### src/verilog/median_pkg.sv
//----------------------------------------------------------
// shared widths, kernel geometry and the sorting network
// pairing rule for the 5x5 median filter
//----------------------------------------------------------
package median_pkg;

    localparam int PIX_WIDTH   = 12;
    localparam int KERNEL_DIM  = 5;
    localparam int KERNEL_SIZE = KERNEL_DIM * KERNEL_DIM;
    localparam int CENTRE_IDX  = KERNEL_SIZE / 2;
    localparam int NET_SIZE    = 32;
    localparam int SORT_STAGES = 15;
    localparam int LINE_WIDTH  = 16;
    localparam int COL_WIDTH   = $clog2(LINE_WIDTH);
    localparam int LINE_BUFS   = KERNEL_DIM - 1;
    localparam int BUF_SEL_W   = $clog2(LINE_BUFS);
    localparam int ROW_CNT_W   = $clog2(LINE_BUFS + 1);

    typedef logic [PIX_WIDTH-1:0] pix_t;
    // raster order, row 0 is the oldest line
    typedef pix_t [KERNEL_SIZE-1:0] kernel_t;

    // true when entry a is the low end of a comparator in layer (p, k)
    function automatic bit batcher_low(input int a, input int p, input int k);
        int ofs;
        ofs = k % p;
        batcher_low = (a >= ofs) && (((a - ofs) % (2 * k)) < k) &&
                      ((a / (2 * p)) == ((a + k) / (2 * p))) && (a + k < KERNEL_SIZE);
    endfunction

    // entries past KERNEL_SIZE are treated as absent
    function automatic int batcher_partner(input int stage, input int idx);
        int p;
        int k;
        int cnt;
        p = 1;
        k = 1;
        cnt = 0;
        for (int lp = 0; lp < $clog2(NET_SIZE); lp++) begin
            for (int lk = lp; lk >= 0; lk--) begin
                if (cnt == stage) begin
                    p = 1 << lp;
                    k = 1 << lk;
                end
                cnt++;
            end
        end
        batcher_partner = idx;
        if (batcher_low(idx, p, k))
            batcher_partner = idx + k;
        else if (idx >= k && batcher_low(idx - k, p, k))
            batcher_partner = idx - k;
    endfunction

endpackage

### src/verilog/sort_stage.sv
//----------------------------------------------------------
// one registered compare-exchange layer of the odd-even
// merge sort, the layer picked by STAGE_IDX
//----------------------------------------------------------
`timescale 1ns/10ps

module sort_stage import median_pkg::*; #(
    parameter int STAGE_IDX = 0
) (
    input  logic    clk,
    input  logic    rst_i,

    input  kernel_t data_i,
    input  pix_t    centre_i,
    input  logic    valid_i,
    input  logic    vs_i,

    output kernel_t data_o,
    output pix_t    centre_o,
    output logic    valid_o,
    output logic    vs_o
);

    kernel_t exch;

    //----------------------------------------------------------
    // compare-exchange network for this layer
    //----------------------------------------------------------
    for (genvar g = 0; g < KERNEL_SIZE; g++) begin : entry_g
        localparam int PARTNER = batcher_partner(STAGE_IDX, g);

        if (PARTNER > g) begin : lo_g
            // low end keeps the smaller value
            assign exch[g] = (data_i[PARTNER] < data_i[g]) ? data_i[PARTNER] : data_i[g];
        end else if (PARTNER < g) begin : hi_g
            assign exch[g] = (data_i[PARTNER] < data_i[g]) ? data_i[g] : data_i[PARTNER];
        end else begin : pass_g
            assign exch[g] = data_i[g];
        end
    end

    //----------------------------------------------------------
    // pipeline register
    //----------------------------------------------------------
    always_ff @(posedge clk) begin
        if (valid_i) begin
            data_o   <= exch;
            centre_o <= centre_i;
        end
    end

    always_ff @(posedge clk) begin
        if (rst_i) begin
            valid_o <= 1'b0;
            vs_o    <= 1'b0;
        end else begin
            valid_o <= valid_i;
            vs_o    <= vs_i;
        end
    end

endmodule

### config.mk
export PLATFORM = sky130hd
export DESIGN_NAME = sort_stage
export DESIGN_NICKNAME = d
export VERILOG_FILES = /design/src/verilog/median_pkg.sv /design/src/verilog/sort_stage.sv
export SDC_FILE = /design/constraint.sdc
export NUM_CORES = 1
export LEC_CHECK = 0
export ABC_AREA = 1
export BUFFER_PORTS_ARGS = -buffer_cell sky130_fd_sc_hd__buf_2
export CAP_MARGIN = 20
export CORE_UTILIZATION = 30
export DETAILED_ROUTE_END_ITERATION = 10
export PLACE_DENSITY = 0.63
export REMOVE_ABC_BUFFERS = 1
export SLEW_MARGIN = 40
export SYNTH_ARGS = -nofsm -noshare
export SYNTH_HDL_FRONTEND = slang
export SYNTH_SLANG_ARGS = --single-unit
### constraint.sdc
create_clock -name clk -period 3.4 [get_ports clk]
set_input_delay 0.51 -clock clk [delete_from_list [all_inputs] [get_ports clk]]
set_output_delay 0.51 -clock clk [all_outputs]
set_load 0.02 [all_outputs]
## Word level (Yosys, flattened, before mapping)

Cells that the tools add are included.

| storage, ports and cells | value |
|---|---|
| input bits | 316 |
| flip-flop bits (word level) | 314 |
| output and inout bits | 314 |
| logic and storage cells | 76 |

| operators by class | value |
|---|---|
| order comparisons | 24 |
| multiplexer cells | 24 |

Operators by type and width:

| kind | count |
|---|---|
| 12-bit < comparator | 24 |
| 12-bit two-way mux | 24 |

## Depth between registers and ports, before layout

| logic depth | value |
|---|---|
| word-level depth | 2 |
| mapped depth | 13 |
| gate-level depth less buffers | 12 |

## Worst setup path after synthesis

Ideal clock, no wire load.

| timing | value |
|---|---|
| kind | input to register |
| start | input port data_i[143] (netlist name) |
| end | register data_o[121] (netlist name), data pin |
| required time | 3.148 ns |
| setup slack | 1.586 ns |
| stages | 8 |
| setup time | 0.252 ns |
| buffers on the path | 1 |
| data arrival time | 1.562 ns |
| cell sequence | inv_1 ha_1 a21o_1 nor2_2 nand3_4 buf_4 nand3_1 nand2_1 |

RTL lines:

| element | RTL line | text |
|---|---|---|
| start, declared | sort_stage.sv:13 | `input kernel_t data_i,` |
| end signal, assigned | sort_stage.sv:47 | `data_o <= exch;` |
| end, declared | sort_stage.sv:18 | `output kernel_t data_o,` |

==> flow_summary_export.csv <==
group,metric,value,unit
status,run_status,"finished, final reports clean",
grt,track_usage,16.7,%
synthesis,synth.most_common_cell,"nand2_1",
detailed_routing,firstDrtPassIters,5,
synthesis,synth_area_leaders,"edfxtp_1 (54%), nand2_1 (14%), ha_1 (10%), inv_1 (5.4%), nand3_1 (4.1%)",
setup_path,crit_type,"primary input to flip-flop",
clocking,clkTransAtPathRegs,0.06,ns
job,drv_cap,0,
clocking,cts_max_level,2,
timing,period_needed,1.88,ns
synthesis,synth_cell_types,21,
hold_path,whs_endpoint,"data_o[291]",
timing,tightest_slew,0.687,ns
hold_path,hold_depth,1,
synthesis,synth-seq-area-share,53.9,%
power_and_ir_drop,powerDensity,519,nW/um2
cells_and_area,area_growth,28.0,%
die,start_util,30.3,%
timing,finalCritPeriodShare,55.2,%
placed_design,port_buffers,629,
detailed_routing,via_per_inst,4.48,
synthesis,async_flop_share,0,%
die,core_area,57600,um2
cells_and_area,nNetsFinal,2915,
grt,grt_pass1_vias,13459,
grt,grt.overflow.total,0,
timing,slew_violations,0,
placed_design,dp_hpwl,41200,um
setup_path,crit_required,3.80,ns
synthesis,synth_edf_count,312,
synthesis,syn-cell-area,17500,um2
synthesis,ys_ff_latch,314,
grt,grt_pass1_wl,76900,um
cells_and_area,multi_input_area,6530,um2
die,rows,88,
detailed_routing,drt_wl_total,52000,um
power_and_ir_drop,power,0.0116,W
synthesis,synthTopCellsByCount,"nand2_1 (640), edfxtp_1 (312), inv_1 (249)",
setup_path,crit_arrival,2.28,ns
detailed_routing,drc,0,
clocking,numCtsBuffers,39,
grt,grt_max_degree,75,
timing,setup-tns-final,0,ns
timing,finalHoldViolCount,0,
die,die_x,243,um
setup_path,crit_fanout,13,
power_and_ir_drop,peakVddDrop,375,uV
clocking,cts-root-buf,"clkbuf_16",
clocking,clockBufferDepth,3,
timing,rsz0062_at_grt,"no",
clocking,clock_sinks,314,
synthesis,synthFlopType,"edfxtp_1",
synthesis,synth_top_area_share,53.6,%
detailed_routing,vias,14572,
clocking,ctsResizeCount,0,
cells_and_area,drive_gt1_share,29.6,%
die,io_pins,630,
setup_path,endpoint_kind,"flip-flop",
power_and_ir_drop,power_leakage,11.3,nW
cells_and_area,ff_latch_area,9410,um2
detailed_routing,drtIter0Drc,799,
setup_path,cp-startpoint,"data_i[163]",
grt,grt_antenna_before_repair,2,
hold_path,worstHoldPathType,"primary input to flip-flop",
setup_path,cp-start-kind,"primary input",
die,die_area,59200,um2
hold_path,worstHoldStart,"data_i[291]",
detailed_routing,ant_nets,0,
die,die-height,243,um
placed_design,gp_congestion,0.880,
timing,max-slew-margin-rel,54.2,%
clocking,postCtsSetupBuffers,0,
synthesis,yosysWarnings,0,
detailed_routing,post_drt_wl_per_cell,16.0,um
timing,clock.fmax,533,MHz
cells_and_area,nFillCells,5753,
synthesis,syn_inst,1834,
clocking,cts_tree,"done",
synthesis,synth_top_area_cell,"edfxtp_1",
synthesis,syn_avg_cell_area,9.53,um2
timing,setup_viol,0,
clocking,cts_hold_buf,0,
==> stage by stage <==
step                      instances  utilization, %  worst slack (ns)  instance area [um2]  hold slack, ns
final                          3252            38.8              1.52                22400           0.149
after global placement         3179            36.7             0.978                21200           0.686
after global routing           3250            38.8              1.40                22400           0.107
after detailed placement       3179            36.7             0.954                21200           0.688
after floorplan                1774               -              1.46                16900           0.581
after CTS                      3248            38.8              1.53                22400          0.0969
==> per-layer routing <==
metal  GRT usage (%)  wire length, um  up-vias
met5               0                0        -
met4            4.86             1230        0
met3            6.14             5070       73
met2            28.5            24900      556
met1            19.5            20800     6587
li1                -                -     7356
==> sequential cells by signal (all words and copies together), names as in the netlist <==
signal and flops:
vs_o 1, centre_o 12, data_o 300, valid_o 1
==> report_power, final <==
group / total, W / internal, W / leakage [nW] / switching (W)
clock network: 0.00398 / 0.00235 / 0.579 / 0.00163
registers: 0.00498 / 0.00484 / 3.06 / 0.000135
logic: 0.00265 / 0.000845 / 7.64 / 0.00181
total: 0.0116 / 0.00804 / 11.3 / 0.00357
==> final cells by class <==
| cell class | instances | share of cell area, % |
|---|---|---|
| sequential | 314 | 42.1 |
| multi-input combinational | 1202 | 29.2 |
| timing repair buffer | 640 | 14.7 |
| clock buffer | 52 | 4.77 |
| inverter | 258 | 4.33 |
| tap | 765 | 4.28 |
| clock inverter | 17 | 0.599 |
| antenna | 4 | 0.0448 |
==> kinds of logic after synthesis <==
kind of cell    after synthesis  share of synthesized area, %
fa+ha+maj                   144                          10.3
buf+inv                     318                          8.77
simple gates                866                          21.4
compound gates              192                          5.67
flops                       314                          53.9
==> critical path, stage by stage <==
cell	delay, ns
buf_2	0.09
inv_1	0.05
ha_1	0.31
nand4_1	0.15
nor3_1	0.27
nand2_1	0.37
nand2_2	0.36
nand2_1	0.09
nand2_1	0.07
==> layout by cell type (no fill, tap or decap), drive strengths merged, types with 4 or more instances in the layout <==
cell,n
clkbuf,52
a21o,12
nand3,156
diode,4
a21oi,36
nand2,652
buf,640
clkinv,13
edfxtp,312
ha,144
o21ai,144
nand4,12
inv,258
nor3,12
nor2,34
==> worst max path at each step <==
stage / cells past startpoint / end / slack (ns)
finish: 9 / data_o[153] / 1.52
global route: 9 / data_o[0] / 1.40
CTS: 9 / data_o[3] / 1.53
detailed placement: 9 / data_o[0] / 0.95
global placement: 9 / data_o[0] / 0.98
floorplan: 11 / data_o[120] / 1.46
(Power assumes the default switching activity.)
