`src/verilog/median_pkg.sv`:
```
//----------------------------------------------------------
// shared widths, kernel geometry and the sorting network
// pairing rule for the 5x5 median filter
//----------------------------------------------------------
package median_pkg;

    localparam int PIX_WIDTH   = 12;
    localparam int KERNEL_DIM  = 5;
    localparam int KERNEL_SIZE = KERNEL_DIM * KERNEL_DIM;
    localparam int CENTRE_IDX  = KERNEL_SIZE / 2;
    localparam int NET_SIZE    = 32;
    localparam int SORT_STAGES = 15;
    localparam int LINE_WIDTH  = 16;
    localparam int COL_WIDTH   = $clog2(LINE_WIDTH);
    localparam int LINE_BUFS   = KERNEL_DIM - 1;
    localparam int BUF_SEL_W   = $clog2(LINE_BUFS);
    localparam int ROW_CNT_W   = $clog2(LINE_BUFS + 1);

    typedef logic [PIX_WIDTH-1:0] pix_t;
    // raster order, row 0 is the oldest line
    typedef pix_t [KERNEL_SIZE-1:0] kernel_t;

    // true when entry a is the low end of a comparator in layer (p, k)
    function automatic bit batcher_low(input int a, input int p, input int k);
        int ofs;
        ofs = k % p;
        batcher_low = (a >= ofs) && (((a - ofs) % (2 * k)) < k) &&
                      ((a / (2 * p)) == ((a + k) / (2 * p))) && (a + k < KERNEL_SIZE);
    endfunction

    // entries past KERNEL_SIZE are treated as absent
    function automatic int batcher_partner(input int stage, input int idx);
        int p;
        int k;
        int cnt;
        p = 1;
        k = 1;
        cnt = 0;
        for (int lp = 0; lp < $clog2(NET_SIZE); lp++) begin
            for (int lk = lp; lk >= 0; lk--) begin
                if (cnt == stage) begin
                    p = 1 << lp;
                    k = 1 << lk;
                end
                cnt++;
            end
        end
        batcher_partner = idx;
        if (batcher_low(idx, p, k))
            batcher_partner = idx + k;
        else if (idx >= k && batcher_low(idx - k, p, k))
            batcher_partner = idx - k;
    endfunction

endpackage

```
`src/verilog/window_builder.sv`:
```
//----------------------------------------------------------
// turns the pixel stream into 5x5 neighbourhoods using four
// line memories in a ring and a register window
//----------------------------------------------------------
`timescale 1ns/10ps

module window_builder import median_pkg::*; (
    input  logic    clk,
    input  logic    rst_i,

    input  pix_t    di_i,
    input  logic    de_i,
    input  logic    vs_i,

    output kernel_t win_o,
    output pix_t    centre_o,
    output logic    win_valid_o,
    output logic    win_vs_o
);

    logic [COL_WIDTH-1:0] col_cnt;
    // saturates once four full lines are stored
    logic [ROW_CNT_W-1:0] line_cnt;
    // memory that takes the current line
    logic [BUF_SEL_W-1:0] wr_sel;
    logic                 line_end;
    logic                 interior;

    pix_t    line_mem [LINE_BUFS][LINE_WIDTH];
    pix_t    tap [KERNEL_DIM];
    kernel_t win_q;

    assign line_end = (col_cnt == COL_WIDTH'(LINE_WIDTH - 1));
    assign interior = (line_cnt == ROW_CNT_W'(LINE_BUFS)) &&
                      (col_cnt >= COL_WIDTH'(LINE_BUFS));

    //----------------------------------------------------------
    // column of new pixels, one per window row
    //----------------------------------------------------------
    // row k reads line r-4+k, so the oldest line sits in wr_sel
    always_comb begin
        logic [BUF_SEL_W-1:0] sel;
        sel = wr_sel;
        for (int r = 0; r < LINE_BUFS; r++) begin
            sel = wr_sel + BUF_SEL_W'(r);
            tap[r] = line_mem[sel][col_cnt];
        end
        tap[KERNEL_DIM-1] = di_i;
    end

    // old value is read above before the current line overwrites it
    always_ff @(posedge clk) begin
        if (de_i) begin
            line_mem[wr_sel][col_cnt] <= di_i;
        end
    end

    //----------------------------------------------------------
    // 5x5 shift window
    //----------------------------------------------------------
    always_ff @(posedge clk) begin
        if (de_i) begin
            for (int r = 0; r < KERNEL_DIM; r++) begin
                for (int c = 0; c < KERNEL_DIM - 1; c++) begin
                    win_q[r*KERNEL_DIM+c] <= win_q[r*KERNEL_DIM+c+1];
                end
                win_q[r*KERNEL_DIM+KERNEL_DIM-1] <= tap[r];
            end
        end
    end

    //----------------------------------------------------------
    // position counters
    //----------------------------------------------------------
    always_ff @(posedge clk) begin
        if (rst_i) begin
            col_cnt  <= '0;
            line_cnt <= '0;
            wr_sel   <= '0;
        end else if (vs_i) begin
            col_cnt  <= '0;
            line_cnt <= '0;
        end else if (de_i) begin
            if (line_end) begin
                col_cnt <= '0;
                // ring of four, wraps by width
                wr_sel  <= wr_sel + 1'b1;
                if (line_cnt != ROW_CNT_W'(LINE_BUFS)) begin
                    line_cnt <= line_cnt + 1'b1;
                end
            end else begin
                col_cnt <= col_cnt + 1'b1;
            end
        end
    end

    // strobes, one cycle after the accepted pixel
    always_ff @(posedge clk) begin
        if (rst_i) begin
            win_valid_o <= 1'b0;
            win_vs_o    <= 1'b0;
        end else begin
            win_valid_o <= de_i && interior;
            win_vs_o    <= vs_i;
        end
    end

    assign win_o    = win_q;
    // centre is line r-2, column c-2
    assign centre_o = win_q[CENTRE_IDX];

endmodule

```
`config.mk`:
```
export PLATFORM = sky130hd
export DESIGN_NAME = window_builder
export DESIGN_NICKNAME = d
export VERILOG_FILES = /design/src/verilog/median_pkg.sv /design/src/verilog/window_builder.sv
export SDC_FILE = /design/constraint.sdc
export NUM_CORES = 2
export LEC_CHECK = 0
export BUFFER_PORTS_ARGS = -buffer_cell sky130_fd_sc_hd__buf_2
export CORE_MARGIN = 2
export CORE_UTILIZATION = 62
export DETAILED_ROUTE_END_ITERATION = 10
export PLACE_DENSITY = 0.91
export SLEW_MARGIN = 20
export SYNTH_ARGS = -nofsm -noshare
export SYNTH_HDL_FRONTEND = slang
export SYNTH_SLANG_ARGS = --single-unit
```
`constraint.sdc`:
```
create_clock -name clk -period 5.1 [get_ports clk]
set_input_delay 1.275 -clock clk [delete_from_list [all_inputs] [get_ports clk]]
set_output_delay 1.275 -clock clk [all_outputs]
set_load 0.05 [all_outputs]
```
# Word-level counts from Yosys, hierarchy flattened
# Memories as Yosys holds them, arrays and structs flattened. A register that Yosys moved wholly into a read port is not among the register bits.
# Cells that the tools add are included.
op_classes:
  shift: 0
  reduce_logical: 6
  div: 0
  add_sub_neg: 5
  n_eq_ne: 3
  order_cmp: 3
  n_mul: 0
  mux: 19
  bitwise_logic: 2
op_table:
  columns: ["operator", "n"]
  rows:
  - ["binary-select mux 12 bit (select 4 bit)", 4]
  - ["2-to-1 mux 192 bit", 1]
  - ["2-to-1 mux 12 bit", 9]
  - ["demux 12 bit (select 4 bit)", 1]
  - ["AND reduction 3 bit", 2]
  - [">= comparator 5 bit, second input constant", 1]
  - ["< comparator 5 x 1 -> 1 bit, second input constant", 1]
  - ["inverter 4 -> 5 bit", 1]
  - ["adder 2 bit, second input constant", 2]
  - ["adder 4 x 1 -> 4 bit, second input constant", 1]
  - ["== test 4 bit, second input constant", 1]
  - [">= comparator 4 x 3 -> 1 bit, second input constant", 1]
  - ["2-to-1 mux 2 bit", 2]
  - ["2-to-1 mux 4 bit", 1]
  - ["adder 3 x 1 -> 3 bit, second input constant", 1]
  - ["== test 3 bit, second input constant", 1]
  - ["logical AND 1 bit", 3]
  - ["inequality test 3 bit, second input constant", 1]
  - ["adder 2 x 1 -> 2 bit, second input constant", 1]
  - ["OR reduction 2 bit", 1]
  - ["2-to-1 mux 1 bit", 1]
  - ["inverter 1 bit", 1]
word_totals:
  output_inout_bits: 314
  regBits: 311
  mem_count: 1
  word_cells: 69
  ramBits: 768
  latchBits: 0
  inputBits: 16
  romBits: 0
mem_list:
  columns: ["memory", "words", "word_bits", "rd", "rd_clocked_by_memory_dff", "write_ports", "line_no", "source"]
  rows:
  - ["line_mem", 4, 192, 4, 1, 1, "window_builder.sv:29", "pix_t line_mem [LINE_BUFS][LINE_WIDTH];"]

# Depth between registers and ports, before layout
logic_depth:
  word_depth: 6
  ltp_mapped: 17
  mapped_depth_nobuf: 8

# Worst setup path before layout
# Ideal clock, no wire load.
synth_timing:
  path_kind: "register -> register"
  from: "register wr_sel[0]"
  to: "register win_q (netlist bit win_o[229]), data pin"
  path_stages_with_launch: 15
  arrival_time_ps: 3268
  t_required_ps: 4841
  slack_ps: 1574
  synth_period_minus_slack_ps: 3526
  setup_ps: 259
  cell_sequence: "dfxtp_1 > buf_4 > buf_6 > buf_4 > inv_1 > buf_2 > buf_2 > ha_1 > buf_2 > buf_2 > clkbuf_1 > mux4_2 > a221oi_1 > o32ai_1 > a211o_1"
synth_rtl:
  columns: ["element", "line_no", "source"]
  rows:
  - ["start, declared", "window_builder.sv:25", "logic [BUF_SEL_W-1:0] wr_sel;"]
  - ["start signal, assigned", "window_builder.sv:87", "wr_sel <= wr_sel + 1'b1;"]
  - ["end signal, assigned by index", "window_builder.sv:65", "win_q[r*KERNEL_DIM+c] <= win_q[r*KERNEL_DIM+c+1];"]
  - ["end signal, assigned by index", "window_builder.sv:67", "win_q[r*KERNEL_DIM+KERNEL_DIM-1] <= tap[r];"]
  - ["end, declared", "window_builder.sv:31", "kernel_t win_q;"]

==> flow_summary.ini <==
[place]
portBuffers = 329
place_hpwl_um = 121000
place.gp.congestion = 1.08
dpl.cell_count = 4287

[global_route]
grt_pass1_vias = 35200
use_met3_pct = 19.3
grt.total_usage_pct = 42.3
grt_pass1_wl_um = 265000
grt-ovfl-total = 0
grt_start_max_net_pins = 163
grt-busiest-layer = met2
use_met2_pct = 61.6
antenna_found_initial = 28
use_met1_pct = 51.4

[logic_synthesis]
synth-async-reset-ratio_pct = 0
yosysTopAreaCell = edfxtp_1
syn-cell-area_um2 = 54200
postSynthCellCount = 2928
synth-edff-count = 1068
synth_nets = 2954
synth_top_cell_area_share_pct = 59.2
synthFlopType = edfxtp_1
ys_types = 55
avgSynthCellArea_um2 = 18.5
ys_seq_area_share_pct = 59.7
synth_area_leaders = edfxtp_1 59%, mux4_2 27%, a22oi_1 3.2%
ys_ff_latch = 1081
yosys_warnings = 0

[floorplanning]
die_h_um = 300
die_w_um = 300
rows = 108
core_um2 = 86800
die-area_um2 = 89800
ios = 330
start_util_pct = 62.5

[cells_and_area]
multi_input_area_um2 = 20500
final_cell_count_no_fill = 4495
area_growth_pct = 12.6
post_route_cells_drive_above_1_share_pct = 39.7
seqCellArea_um2 = 32400
fillers = 5184
final_nets = 3268
final_util_pct = 70.3

[critical_path]
regToRegSetupSlack_ps = 1040
startpoint_type = flop
worst_setup_path_end_kind = flop
cp_max_fo = 56
required_ps = 5570
worstSetupPathType = reg -> reg
arrival_ps = 4530

[sta]
clock_skew_ps = 60.1
tightest_slew_ps = 1260
finalHoldViolCount = 0
rsz0062_at_grt = no
fin_crit_ps = 4060
period_share_pct = 79.5
drv_slew = 0
fmax_mhz = 246
finalSetupViolCount = 0
maxSlewHeadroom_pct = 15.8
fin_setup_tns_ps = 0
whs_ps = 437

[power_and_ir_drop]
p_sw_mw = 4.70
clkPwrFrac_pct = 42.3
ir_worst_vdd_v = 0.000447
p_seq_share_pct = 51.4
swShare_pct = 24.0
power.density_nw_per_um2 = 321
power_frac_comb_pct = 6.3
p_int_mw = 14.9
leakagePower_nw = 19.4

[clock_network]
clk_pin_slew_worst_paths_ps = 70
numCtsBuffers = 107
cts_max_level = 3
cts_hold_buf = 0
cts_max_path_buffers = 3
clock_sinks = 1081
post_cts_buffers = 0
cts-root-buf = clkbuf_16
cts_resized = 0
worstSkewPairLatency_ps = 740
cts_tree = done

[detailed_routing]
wirelength_um = 189000
final_antenna_net_count = 0
first_pass_iters = 9
drtIter0Drc = 7524
vias = 36600
wl_per_cell_um = 42.0
vias_per_cell = 8.14
drc_errors = 0

[flow_run]
maxCapViolations = 0

[status]
status = completed

[worst_hold_path]
min_path_type = reg -> reg
registers in the layout, indices dropped and copies added (netlist names), named ones only:
| signal | cells |
|---|---|
| centre_o | 12 |
| col_cnt | 4 |
| line_cnt | 3 |
| line_mem | 768 |
| win_o | 288 |
| win_valid_o | 1 |
| win_vs_o | 1 |
| wr_sel | 2 |
power by group through the flow:
| stage | Combinational, mW | Sequential [mW] | Clock, mW |
|---|---|---|---|
| after global routing | 1.26 | 10.1 | 8.62 |
| after CTS | 1.20 | 10.1 | 8.30 |
| after global placement | 1.18 | 10.2 | 0 |
| after detailed placement | 1.19 | 10.2 | 0 |
| after floorplan | 0.261 | 10.7 | 0 |
| final | 1.24 | 10.1 | 8.29 |
worst max-delay path, cell delays in order (launching register included):
cell and delay, ps:
dfxtp_4 560, inv_1 150, ha_4 690, buf_12 410, mux4_2 590, a2111oi_1 1020, buf_4 250, o31ai_1 70
Yosys cell counts, types with 2 or more instances:
cell type / n
clkbuf_1: 92
edfxtp_1: 1068
buf_6: 18
inv_1: 8
or3_1: 4
nor3_1: 14
a22o_1: 5
a221oi_1: 7
a32oi_1: 11
dfxtp_1: 13
and2_1: 7
a31oi_1: 6
or4_1: 27
nand2_1: 117
nor2_1: 96
o221ai_1: 2
and3_1: 11
a41oi_1: 2
mux4_2: 641
or2_2: 4
buf_4: 46
mux2_2: 10
mux2i_1: 103
o22ai_1: 23
buf_2: 82
o21ai_1: 6
a211oi_1: 11
nand3_1: 24
a211o_1: 5
xnor2_1: 4
a21oi_1: 144
ha_1: 10
a22oi_1: 228
o211ai_1: 5
buf_1: 35
o32ai_1: 4
o21ai_0: 16
nor2b_1: 2
placed cells by master (no fill, tap or decap), types with 5 or more instances in the layout:
master,count
clkinv_2,21
o211ai_1,5
nor2_1,87
dfxtp_4,6
clkinvlp_4,8
edfxtp_1,1068
o21ai_1,6
a21oi_1,143
diode_2,6
and2_1,7
buf_4,135
a31oi_1,6
and3_1,11
buf_12,20
nor2_2,5
ha_1,9
a211o_1,5
inv_6,5
mux4_2,641
nand2_1,116
mux2i_1,103
a22oi_1,228
clkbuf_1,11
a32oi_1,11
bufinv_16,15
nor3_1,14
or4_1,27
a22o_1,5
buf_2,322
inv_1,8
o22ai_1,23
a221oi_1,7
nand3_1,24
clkinv_1,21
a211oi_1,11
o21ai_0,16
mux2_2,10
clkbuf_16,108
dfxtp_1,7
cell families after synthesis:
| family | count (synthesis) | synth area share [%] |
|---|---|---|
| adder cells (fa/ha/maj) | 10 | 0.231 |
| buffers and inverters | 282 | 2.71 |
| flip-flops | 1081 | 59.7 |
| multiplexers | 755 | 28.8 |
| AO/OA/AOI/OAI | 483 | 5.95 |
| XOR/XNOR | 4 | 0.0646 |
| AND/OR/NAND/NOR | 313 | 2.62 |
stage by stage:
| stage | setup slack, ps | power (mW) | area (um^2) |
|---|---|---|---|
| after CTS | 1200 | 19.6 | 61000 |
| after global routing | 1090 | 19.9 | 61000 |
| after global placement | 1040 | 11.4 | 57300 |
| after floorplan | 1570 | 10.9 | 54200 |
| final | 1040 | 19.6 | 61000 |
| after detailed placement | 1240 | 11.4 | 57300 |
path summary, 6_finish.rpt:
| path | depth (start not counted) | end | start |
|---|---|---|---|
| setup reg to reg | 7 | win_o[239]$_DFFE_PP_ | wr_sel[0]$_SDFFE_PP0P_ |
| setup / recovery | 7 | win_o[239]$_DFFE_PP_ | wr_sel[0]$_SDFFE_PP0P_ |
| hold reg to reg | 0 | win_o[253]$_DFFE_PP_ | win_o[265]$_DFFE_PP_ |
| hold / removal | 0 | win_o[253]$_DFFE_PP_ | win_o[265]$_DFFE_PP_ |
metal layers:
metal	part of all wire (%)	routed length [um]	vias to the layer above
met4	8.7	16300	38
met2	44	82500	4214
met1	29	54400	18100
met3	19	35100	936
li1	-	-	13400
met5	0.18	344	-
final cells by class:
cell class	count	area share, %
Multi-Input combinational cell	1565	33.6
Timing Repair Buffer	478	4.98
Clock buffer	122	4.56
Antenna cell	6	0.0246
Tap cell	1155	2.37
Clock inverter	79	1.44
Inverter	9	0.0554
Sequential cell	1081	53.0
(Power assumes the default switching activity.)
