<file path="src/verilog/median_pkg.sv">
//----------------------------------------------------------
// shared widths, kernel geometry and the sorting network
// pairing rule for the 5x5 median filter
//----------------------------------------------------------
package median_pkg;

    localparam int PIX_WIDTH   = 12;
    localparam int KERNEL_DIM  = 5;
    localparam int KERNEL_SIZE = KERNEL_DIM * KERNEL_DIM;
    localparam int CENTRE_IDX  = KERNEL_SIZE / 2;
    localparam int NET_SIZE    = 32;
    localparam int SORT_STAGES = 15;
    localparam int LINE_WIDTH  = 16;
    localparam int COL_WIDTH   = $clog2(LINE_WIDTH);
    localparam int LINE_BUFS   = KERNEL_DIM - 1;
    localparam int BUF_SEL_W   = $clog2(LINE_BUFS);
    localparam int ROW_CNT_W   = $clog2(LINE_BUFS + 1);

    typedef logic [PIX_WIDTH-1:0] pix_t;
    // raster order, row 0 is the oldest line
    typedef pix_t [KERNEL_SIZE-1:0] kernel_t;

    // true when entry a is the low end of a comparator in layer (p, k)
    function automatic bit batcher_low(input int a, input int p, input int k);
        int ofs;
        ofs = k % p;
        batcher_low = (a >= ofs) && (((a - ofs) % (2 * k)) < k) &&
                      ((a / (2 * p)) == ((a + k) / (2 * p))) && (a + k < KERNEL_SIZE);
    endfunction

    // entries past KERNEL_SIZE are treated as absent
    function automatic int batcher_partner(input int stage, input int idx);
        int p;
        int k;
        int cnt;
        p = 1;
        k = 1;
        cnt = 0;
        for (int lp = 0; lp < $clog2(NET_SIZE); lp++) begin
            for (int lk = lp; lk >= 0; lk--) begin
                if (cnt == stage) begin
                    p = 1 << lp;
                    k = 1 << lk;
                end
                cnt++;
            end
        end
        batcher_partner = idx;
        if (batcher_low(idx, p, k))
            batcher_partner = idx + k;
        else if (idx >= k && batcher_low(idx - k, p, k))
            batcher_partner = idx - k;
    endfunction

endpackage

</file>
<file path="src/verilog/median_output.sv">
//----------------------------------------------------------
// output stage, selects the median or the raw centre pixel
// by a mode latched once per frame
//----------------------------------------------------------
`timescale 1ns/10ps

module median_output import median_pkg::*; (
    input  logic    clk,
    input  logic    rst_i,

    input  kernel_t sorted_i,
    input  pix_t    centre_i,
    input  logic    valid_i,
    input  logic    vs_i,
    input  logic    bypass_i,

    output pix_t    do_o,
    output logic    de_o,
    output logic    vs_o
);

    // frame mode, high passes the centre pixel
    logic bypass_q;

    // vs_i here is the frame start after the sort pipeline, so every
    // pixel of the previous frame has already left when the mode moves
    always_ff @(posedge clk) begin
        if (rst_i) begin
            bypass_q <= 1'b0;
        end else if (vs_i) begin
            bypass_q <= bypass_i;
        end
    end

    //----------------------------------------------------------
    // output registers
    //----------------------------------------------------------
    always_ff @(posedge clk) begin
        if (valid_i) begin
            if (bypass_q) begin
                do_o <= centre_i;
            end else begin
                do_o <= sorted_i[CENTRE_IDX];
            end
        end
    end

    always_ff @(posedge clk) begin
        if (rst_i) begin
            de_o <= 1'b0;
            vs_o <= 1'b0;
        end else begin
            de_o <= valid_i;
            vs_o <= vs_i;
        end
    end

endmodule

</file>
<file path="config.mk">
export PLATFORM = sky130hd
export DESIGN_NAME = median_output
export DESIGN_NICKNAME = d
export VERILOG_FILES = /design/src/verilog/median_pkg.sv /design/src/verilog/median_output.sv
export SDC_FILE = /design/constraint.sdc
export NUM_CORES = 1
export LEC_CHECK = 0
export BUFFER_PORTS_ARGS = -buffer_cell sky130_fd_sc_hd__buf_2
export CAP_MARGIN = 20
export CORE_AREA = 2 2 129 131
export DETAILED_ROUTE_END_ITERATION = 7
export DIE_AREA = 0 0 131 133
export PLACE_DENSITY_LB_ADDON = 0.1
export SLEW_MARGIN = 20
export SYNTH_ARGS = -nofsm -noshare
export SYNTH_HDL_FRONTEND = slang
export SYNTH_SLANG_ARGS = --single-unit
</file>
<file path="constraint.sdc">
create_clock -name clk -period 2.5 [get_ports clk]
set_clock_uncertainty 0.1 [all_clocks]
set_input_delay 0.5 -clock clk [delete_from_list [all_inputs] [get_ports clk]]
set_output_delay 0.5 -clock clk [all_outputs]
set_load 0.1 [all_outputs]
</file>
Word-level counts from Yosys, hierarchy flattened
Cells that the tools add are included.

cells by class
  multiplexer cells = 1

operators with widths
  kind                number
  two-way mux 12 bit  1

word-level totals
  output and inout port bits = 14
  bits in registers = 15
  bits of input ports = 317
  logic and storage cells = 5

Longest topological paths before layout
Gate-level depths: netlist of run 1.

  word-level depth = 1
  depth in mapped cells = 3
  depth with buffers taken out = 2

Least setup slack after synthesis of run 1
Ideal clock, no wire load.

  path kind = register to output
  start = register de_o
  end = output port de_o
  buffers on the path = 0
  data required time = 1900 ps
  cell stages (with the launch flop) = 1
  data arrival time = 909 ps
  path slack = 991 ps
  cell sequence = dfxtp_1

RTL lines
  item                    line                 text
  from (decl)             median_output.sv:18  output logic de_o,
  from (signal assigned)  median_output.sv:53  de_o <= valid_i;

No word-level cell between the ends.

Worst setup path after layout of run 1
  start = register do_o[6]
  end = output port do_o[6]

RTL lines
  item                    line                 text
  from (decl)             median_output.sv:17  output pix_t do_o,
  from (signal assigned)  median_output.sv:41  do_o <= centre_i;
  from (signal assigned)  median_output.sv:43  do_o <= sorted_i[CENTRE_IDX];

No word-level cell between the ends.

==> results of run 1 <==
[cell usage after synthesis]
cell | number | area, um^2
buf_6 | 1 | 11.3
nor2b_1 | 2 | 12.5
mux2_4 | 9 | 135
edfxtp_1 | 12 | 360
mux2_2 | 3 | 33.8
mux2i_1 | 1 | 10.0
dfxtp_1 | 3 | 60.1
nor2_1 | 1 | 3.75
[sequential cells by signal (all words and copies together) (netlist names)]
signal    flops
vs_o          1
bypass_q      1
do_o         12
de_o          1
[metrics by stage]
step                worst slack [ns]  hold slack [ns]  utilization [%]
CTS                            0.845            0.329             7.35
global placement               0.969            0.597             6.85
global route                   0.829            0.332             7.35
floorplan                      0.991            0.472                -
detailed placement             0.932            0.603             6.85
finish                         0.866            0.335             7.35
[layout make-up]
| type | instances | area [um^2] | area share, % |
|---|---|---|---|
| well taps | 220 | 275 | 23.2 |
| clock inverters | 1 | 5.00 | 0.421 |
| repair buffers | 43 | 218 | 18.3 |
| multi-input cells | 16 | 195 | 16.4 |
| flip-flops and latches | 15 | 420 | 35.4 |
| clock buffers | 3 | 75.1 | 6.32 |
[kinds of logic (layout without fill, tap and decap cells)]
| kind of cell | Yosys count | in the layout | synth area share, % |
|---|---|---|---|
| flip-flops | 15 | 15 | 67.1 |
| buffers and inverters | 1 | 47 | 1.80 |
| multiplexers | 13 | 13 | 28.5 |
| AND/OR/NAND/NOR | 3 | 3 | 2.59 |
[power breakdown]
part           total [uW]  switching, uW  leakage (uW)  internal, uW
Combinational         186            137      0.000260          48.6
Clock                 335            120     0.0000409           215
Sequential            295           6.23      0.000142           289
[worst min-delay path by stage]
stage                     endpoint  slack, ns   from
after floorplan               de_o       0.47  rst_i
final                     bypass_q       0.34  rst_i
after CTS                 bypass_q       0.33  rst_i
after detailed placement      de_o       0.60  rst_i
after global routing      bypass_q       0.33  rst_i
after global placement    bypass_q       0.60  rst_i
[metal layers]
layer / vias up / global-route usage [%]
met5: - / 0
met4: 2 / 1.60
met3: 4 / 1.78
met2: 26 / 5.21
met1: 211 / 2.63
li1: 212 / -
==> key figures, run 1 <==
Clocking
  • Num CTS Buffers: 3
  • Root Buffer: clkbuf_16
  • # hold bufs at CTS: 0
  • Worst skew pair latency: approximately 0.25 ns
  • Worst-path clk slew: around 0.06 ns
  • Setup repair bufs after CTS: 0
  • CTS Sinks: 15
  • Post-CTS Resized: 0
  • Worst-case clock buffer depth: 2
  • CTS tree: done
  • H-tree Lvls: 1

Hold path
  • Hold crit path type: input port to register
  • Worst hold stages: 2

Worst setup path
  • CP peak stage delay: roughly 0.44 ns
  • R2r worst-path depth: 2
  • Slowest-stage cell, CP: buf_2
  • Critical Path RT: between 1.5 and 2 ns
  • Setup crit start: do_o[6]
  • Crit path DAT: between 1 and 1.5 ns
  • Setup CP Type: register to output pin
  • Worst r2r dst: do_o[7]
  • Crit-path max FO: 1
  • R2r setup slk: 1.00 ns
  • Worst path top cell family by delay: buffers and inverters
  • Crit-path cells: buf_2
  • Buffers & Inverters on Critical Path: 1
  • Worst setup path end: do_o[6]
  • CP Depth: 1
  • Critical Path Sink Type: output pin
  • RR Startpoint: bypass_q
  • Startpoint Class: register

Drt
  • Via density: 1.53
  • ANT nets after route: 0
  • Final wirelength: 2460 um
  • Via count: approximately 460
  • Met3 wire length: between 200 and 250 um
  • WL/cell: around 8.2 um
  • Post-route DRC: 0
  • DR pass1 iterations: 2
  • Highest metal used: met5
  • WL met1: approximately 900 um
  • Met2 routed WL: ~1300 um
  • Initial DRC count: 17

STA
  • Fmax: 612 MHz
  • RSZ-0062 raised after global routing: no
  • Fin. max-slew vios: 0
  • Minimum clock period: between 1.5 and 2 ns
  • Endpoints failing hold: 0
  • Tcrit/Tclk final: 65.4%
  • Slew margin rel.: between 60% and 70%
  • Total Negative Setup Slacks: 0 ns
  • Worst slew pin tran: ~0.53 ns
  • Final setup fails: 0

Global route
  • GRT Overall Usage: under 10%
  • Vias in the first global route: 501
  • First-pass GRT wire length: between 3000 and 4000 um
  • Largest net degree at the start of global routing: 14
  • Grt ovf: 0
  • Antenna violations before repair: 1

Placement
  • GP Congestion: roughly 0.58
  • PortBufs: 42
  • Placed Cells: ~300
  • Placed Area: 1110 um^2
  • Dpl hpwl: approximately 2000 um

Floorplanning
  • Row count: between 40 and 50
  • Chip width: roughly 130 um
  • Initial Util: under 10%
  • Die area: between 15000 and 20000 um^2
  • Die Y-Extent: 133 um
  • Ports: between 300 and 400
  • Core Region: approximately 16000 um^2

Flow run
  • Max-cap violations: 0

Power
  • Worst vdd ir: slightly above 200 uV
  • Power consumption: ~820 uW
  • Power Density: between 600 and 700 nW/um^2
  • Pleak: 0.000444 uW

Layout
  • Most common cell after layout, fill and taps aside: buf_2
  • Number of antenna diodes: 0
  • Finished layout cell area: roughly 1200 um^2
  • Area grow syn2layout: 89.6%
  • Leading cell types in the layout, fill and taps excluded: buf_2 (42), edfxtp_1 (12), mux2_4 (9)
  • Layout cells sized above 1: roughly three quarters
  • Final-layout fill cell count: approximately 1900
  • Final net count: between 300 and 400
  • Finished Layout Cells: 298

Synthesis
  • Synthesis warning total: 0
  • Syn Nets: 349
  • Post-synth cell types: 8
  • Synthesized cell area: 627 um^2
  • Register bit total from synthesis: 15
  • Seq/Total Area, Yosys: 67.1%
  • Synth Instances: 32
  • Mean Syn Cell Area: about 20 um^2

Run status
  • Outcome: complete, no violations
No activity file was read; power rests on OpenSTA's default activity.
==> run 2: changes to the inputs <==
--- a/config.mk
+++ b/config.mk
@@ -7,9 +7,9 @@
 export LEC_CHECK = 0
 export BUFFER_PORTS_ARGS = -buffer_cell sky130_fd_sc_hd__buf_2
 export CAP_MARGIN = 20
-export CORE_AREA = 2 2 129 131
+export CORE_AREA = 2 2 128 130
 export DETAILED_ROUTE_END_ITERATION = 7
-export DIE_AREA = 0 0 131 133
+export DIE_AREA = 0 0 130 132
 export PLACE_DENSITY_LB_ADDON = 0.1
 export SLEW_MARGIN = 20
 export SYNTH_ARGS = -nofsm -noshare
==> constraint.sdc (replaced) <==
create_clock -name clk -period 1.4 [get_ports clk]
set_clock_uncertainty 0.1 [all_clocks]
set_input_delay 0.28 -clock clk [delete_from_list [all_inputs] [get_ports clk]]
set_output_delay 0.28 -clock clk [all_outputs]
set_load 0.1 [all_outputs]
==> key figures, run 2 (same netlist as run 1, synthesis figures left out) <==
Power
  • Power Density: roughly 1100 nW/um^2
  • Worst vdd ir: between 300 and 400 uV
  • Pleak: roughly 0.00053 uW

Layout
  • Final net count: 398
  • Max FFs per register: 12
  • Number of antenna diodes: 0
  • Most common cell after layout, fill and taps aside: buf_2
  • Biggest register: do_o
  • Leading cell types in the layout, fill and taps excluded: buf_2 (28), buf_12 (14), edfxtp_1 (12)
  • Layout cells sized above 1: between 70% and 80%
  • Area grow syn2layout: 125%

Worst setup path
  • Worst r2r dst: do_o[7]
  • Critical Path Sink Type: output pin
  • Crit-path cells: buf_12
  • CP Depth: 1
  • Buffers & Inverters on Critical Path: 1
  • Worst path top cell family by delay: flip-flops
  • Crit path DAT: ~0.86 ns
  • R2r setup slk: between 0.15 and 0.2 ns
  • Startpoint Class: register
  • RR Startpoint: bypass_q
  • Slowest-stage cell, CP: edfxtp_1
  • Crit-path max FO: 1
  • R2r worst-path depth: 2
  • CP peak stage delay: between 0.4 and 0.5 ns
  • Critical Path RT: around 1.0 ns
  • Setup CP Type: register to output pin

Clocking
  • Worst-case clock buffer depth: 2
  • Worst-path clk slew: 0.05 ns
  • Setup repair bufs after CTS: 0
  • # hold bufs at CTS: 0
  • H-tree Lvls: 1
  • Num CTS Buffers: 3
  • Post-CTS Resized: 0
  • Worst skew pair latency: between 0.2 and 0.25 ns
  • CTS tree: done
  • Root Buffer: clkbuf_16
  • CTS Sinks: 15

Placement
  • PortBufs: 42
  • Dpl hpwl: about 2100 um
  • GP Congestion: around 0.64

STA
  • Worst Hold Margin: ~0.12 ns
  • RSZ-0062 raised after global routing: no
  • Fin. max-slew vios: 0
  • Fmax: between 800 and 900 MHz
  • Slew margin rel.: ~76%
  • Tcrit/Tclk final: about 90%
  • Worst slew pin tran: approximately 0.36 ns
  • Endpoints failing hold: 0
  • Total Negative Setup Slacks: 0 ns
  • Minimum clock period: ~1.2 ns
  • Final setup fails: 0

Drt
  • Via density: 1.48
  • ANT nets after route: 0
  • Via count: about 440
  • Initial DRC count: 1
  • WL/cell: about 8.1 um
  • Final wirelength: around 2400 um
  • Post-route DRC: 0
  • DR pass1 iterations: 2

Hold path
  • Hold crit path type: input port to register
  • Worst hold path endpoint: de_o
  • Worst hold stages: 2
  • Hold path startpoint: rst_i

Global route
  • First-pass GRT wire length: about 3300 um
  • GR Util met2: under 10%
  • Grt ovf: 0
  • Met3 Resource Use GR: 2.60%
  • Largest net degree at the start of global routing: 14
  • Antenna violations before repair: 1
  • Vias in the first global route: 510
  • M1 GR Usage: ~2.8%
  • Most used routing layer: met2
  • GRT Overall Usage: 2.89%

Floorplanning
  • Chip width: 130 um
  • Die Y-Extent: 132 um
  • Row count: 46
  • Ports: 331
  • Initial Util: under 10%
  • Die area: between 15000 and 20000 um^2
  • Core Region: 15700 um^2

Run status
  • Outcome: complete, no violations

Flow run
  • Max-cap violations: 0
-- run 2: cell types whose count changed in the layout (fill, tap and decap cells not counted) --
cell    previous run  this run
buf_4              1         3
buf_2             42        28
buf_12             0        14
-- run 2: how the worst max path moves through the flow --
stage	end	startpoint	slack, ns
floorplan	de_o	de_o	0.11
global placement	do_o[4]	bypass_q	0.20
CTS	do_o[7]	do_o[7]	0.14
finish	do_o[7]	do_o[7]	0.16
global route	do_o[7]	do_o[7]	0.12
detailed placement	do_o[8]	bypass_q	0.17
-- run 2: routing by layer --
metal | share of wire (%) | routed length [um] | vias up
met5 | 0.54 | 13 | -
met4 | 0 | 0 | 2
met3 | 13 | 323 | 2
met2 | 49 | 1170 | 28
met1 | 37 | 895 | 189
li1 | - | - | 216
-- run 2: area by class of cell --
type	instances	area, um^2
flip-flops and latches	15	420
clock buffers	3	75.1
clock inverters	1	5.00
fillers	1802	14300
repair buffers	45	443
multi-input cells	16	195
well taps	216	270
-- run 2: where the power goes --
part	internal (uW)	total [uW]	switching [uW]
clock	382	560	179
combinational	171	420	249
sequential	519	542	23.2
total	1070	1520	451
-- run 2: per-stage QoR --
stage / std cells / total power [uW] / cell area, um^2 / setup WS, ns / utilization [%]
after floorplan: 32 / 785 / 627 / 0.111 / -
after global placement: 292 / 975 / 1330 / 0.201 / 8.46
after detailed placement: 292 / 980 / 1330 / 0.167 / 8.46
after CTS: 296 / 1560 / 1410 / 0.143 / 8.97
after global routing: 296 / 1580 / 1410 / 0.117 / 8.97
final: 296 / 1520 / 1410 / 0.157 / 8.97
==> run 3: changes to the inputs <==
--- a/config.mk
+++ b/config.mk
@@ -7,9 +7,9 @@
 export LEC_CHECK = 0
 export BUFFER_PORTS_ARGS = -buffer_cell sky130_fd_sc_hd__buf_2
 export CAP_MARGIN = 20
-export CORE_AREA = 2 2 128 130
+export CORE_AREA = 2 2 130 132
 export DETAILED_ROUTE_END_ITERATION = 7
-export DIE_AREA = 0 0 130 132
+export DIE_AREA = 0 0 132 134
 export PLACE_DENSITY_LB_ADDON = 0.1
 export SLEW_MARGIN = 20
 export SYNTH_ARGS = -nofsm -noshare
==> constraint.sdc (replaced) <==
create_clock -name clk -period 1.36 [get_ports clk]
set_clock_uncertainty 0.1 [all_clocks]
set_input_delay 0.272 -clock clk [delete_from_list [all_inputs] [get_ports clk]]
set_output_delay 0.272 -clock clk [all_outputs]
set_load 0.1 [all_outputs]
==> key figures, run 3 (same netlist as run 1, synthesis figures left out) <==
Clocking
  • Post-CTS Resized: 0
  • Setup repair bufs after CTS: 0
  • Worst-path clk slew: ~0.05 ns
  • # hold bufs at CTS: 0
  • Worst skew pair latency: between 0.2 and 0.25 ns
  • Worst-case clock buffer depth: 2
  • Root Buffer: clkbuf_16
  • H-tree Lvls: 1
  • Num CTS Buffers: 3
  • CTS tree: done
  • CTS Sinks: 15

Global route
  • GRT Overall Usage: under 10%
  • Vias in the first global route: 568
  • Largest net degree at the start of global routing: 14
  • Grt ovf: 0
  • Antenna violations before repair: 1
  • First-pass GRT wire length: between 3000 and 4000 um

Power
  • Power Density: between 1000 and 1500 nW/um^2
  • Pleak: between 0.0005 and 0.0006 uW
  • Comb pwr share: between 20% and 30%
  • Psw: 480 uW
  • P_int: 1110 uW
  • Clock Power Share: between 30% and 40%
  • Switching share of total power: 30.2%
  • Seq pwr share: 35.1%
  • Worst vdd ir: 345 uV

Floorplanning
  • Chip width: around 130 um
  • Ports: 331
  • Die Y-Extent: around 130 um
  • Initial Util: just under 4%
  • Die area: between 15000 and 20000 um^2
  • Core Region: 16300 um^2
  • Row count: 47

Placement
  • GP Congestion: 0.635
  • PortBufs: 42

Layout
  • Biggest register: do_o
  • Leading cell types in the layout, fill and taps excluded: buf_2 (28), buf_12 (15), edfxtp_1 (12)
  • Most common cell after layout, fill and taps aside: buf_2
  • Final net count: between 300 and 400
  • Area grow syn2layout: 127%
  • Max FFs per register: 12
  • Final-layout fill cell count: about 1900
  • Layout cells sized above 1: 74.7%

STA
  • Final setup fails: 0
  • Endpoints failing hold: 0
  • RSZ-0062 raised after global routing: no
  • Tcrit/Tclk final: 91.5%
  • Slew margin rel.: approximately 75%
  • Fmax: 803 MHz
  • Minimum clock period: roughly 1.2 ns
  • Total Negative Setup Slacks: 0 ns
  • Worst slew pin tran: 0.378 ns
  • Worst Hold Margin: around 0.11 ns
  • Fin. max-slew vios: 0

Drt
  • DR pass1 iterations: 4
  • ANT nets after route: 0
  • Final wirelength: approximately 2500 um
  • Post-route DRC: 0
  • WL/cell: approximately 8.2 um
  • Via count: 451
  • Initial DRC count: 9
  • Via density: 1.50

Worst setup path
  • Crit-path cells: buf_12
  • Slowest-stage cell, CP: edfxtp_1
  • Buffers & Inverters on Critical Path: 1
  • CP peak stage delay: roughly 0.43 ns
  • Critical Path RT: 0.99 ns
  • Worst path top cell family by delay: flip-flops
  • Critical Path Sink Type: output pin
  • Crit-path max FO: 1
  • Setup CP Type: register to output pin
  • Startpoint Class: register
  • Crit path DAT: between 0.8 and 0.9 ns

Run status
  • Outcome: complete, no violations

Hold path
  • Hold crit path type: input port to register

Flow run
  • Max-cap violations: 0
[run 3: layer usage]
layer | routed length, um | vias to the layer above | track usage (%)
met5 | 0 | - | 0
met4 | 12 | 0 | 0.362
met3 | 435 | 2 | 3.17
met2 | 1140 | 29 | 4.66
met1 | 869 | 204 | 2.84
li1 | - | 216 | -
[run 3: through the flow]
step | instances | utilization, % | total power, uW | area (um^2) | setup slack, ns
finish | 300 | 8.72 | 1590 | 1420 | 0.115
global route | 299 | 8.70 | 1660 | 1420 | 0.0876
CTS | 299 | 8.70 | 1630 | 1420 | 0.103
detailed placement | 295 | 8.22 | 1010 | 1340 | 0.152
global placement | 295 | 8.22 | 1010 | 1340 | 0.167
floorplan | 32 | - | 808 | 627 | 0.0790
[run 3: cell type report]
class                      count  area (um^2)  share of cell area, %
antenna                        1         2.50                  0.176
clock buffer                   4         78.8                   5.55
multi-input combinational     16          195                   13.7
sequential                    15          420                   29.6
tap                          220          275                   19.4
timing repair buffer          44          448                   31.5
[run 3: path summary, 6_finish.rpt]
check,startpoint,end,slack (ns),depth (start not counted)
worst max-delay path,do_o[8],do_o[8],0.12,1
worst min-delay path,rst_i,de_o,0.11,2
worst max register to register,bypass_q,do_o[9],0.15,2
worst min register to register,bypass_q,bypass_q,0.60,3
[run 3: power by group through the flow]
stage / Clock, uW / Sequential [uW] / Combinational, uW
4_1_cts: 632 / 559 / 444
3_5_place_dp: 0 / 568 / 444
3_3_place_gp: 0 / 568 / 441
5_1_grt: 646 / 561 / 453
2_1_floorplan: 0 / 751 / 57.3
6_report: 598 / 558 / 435
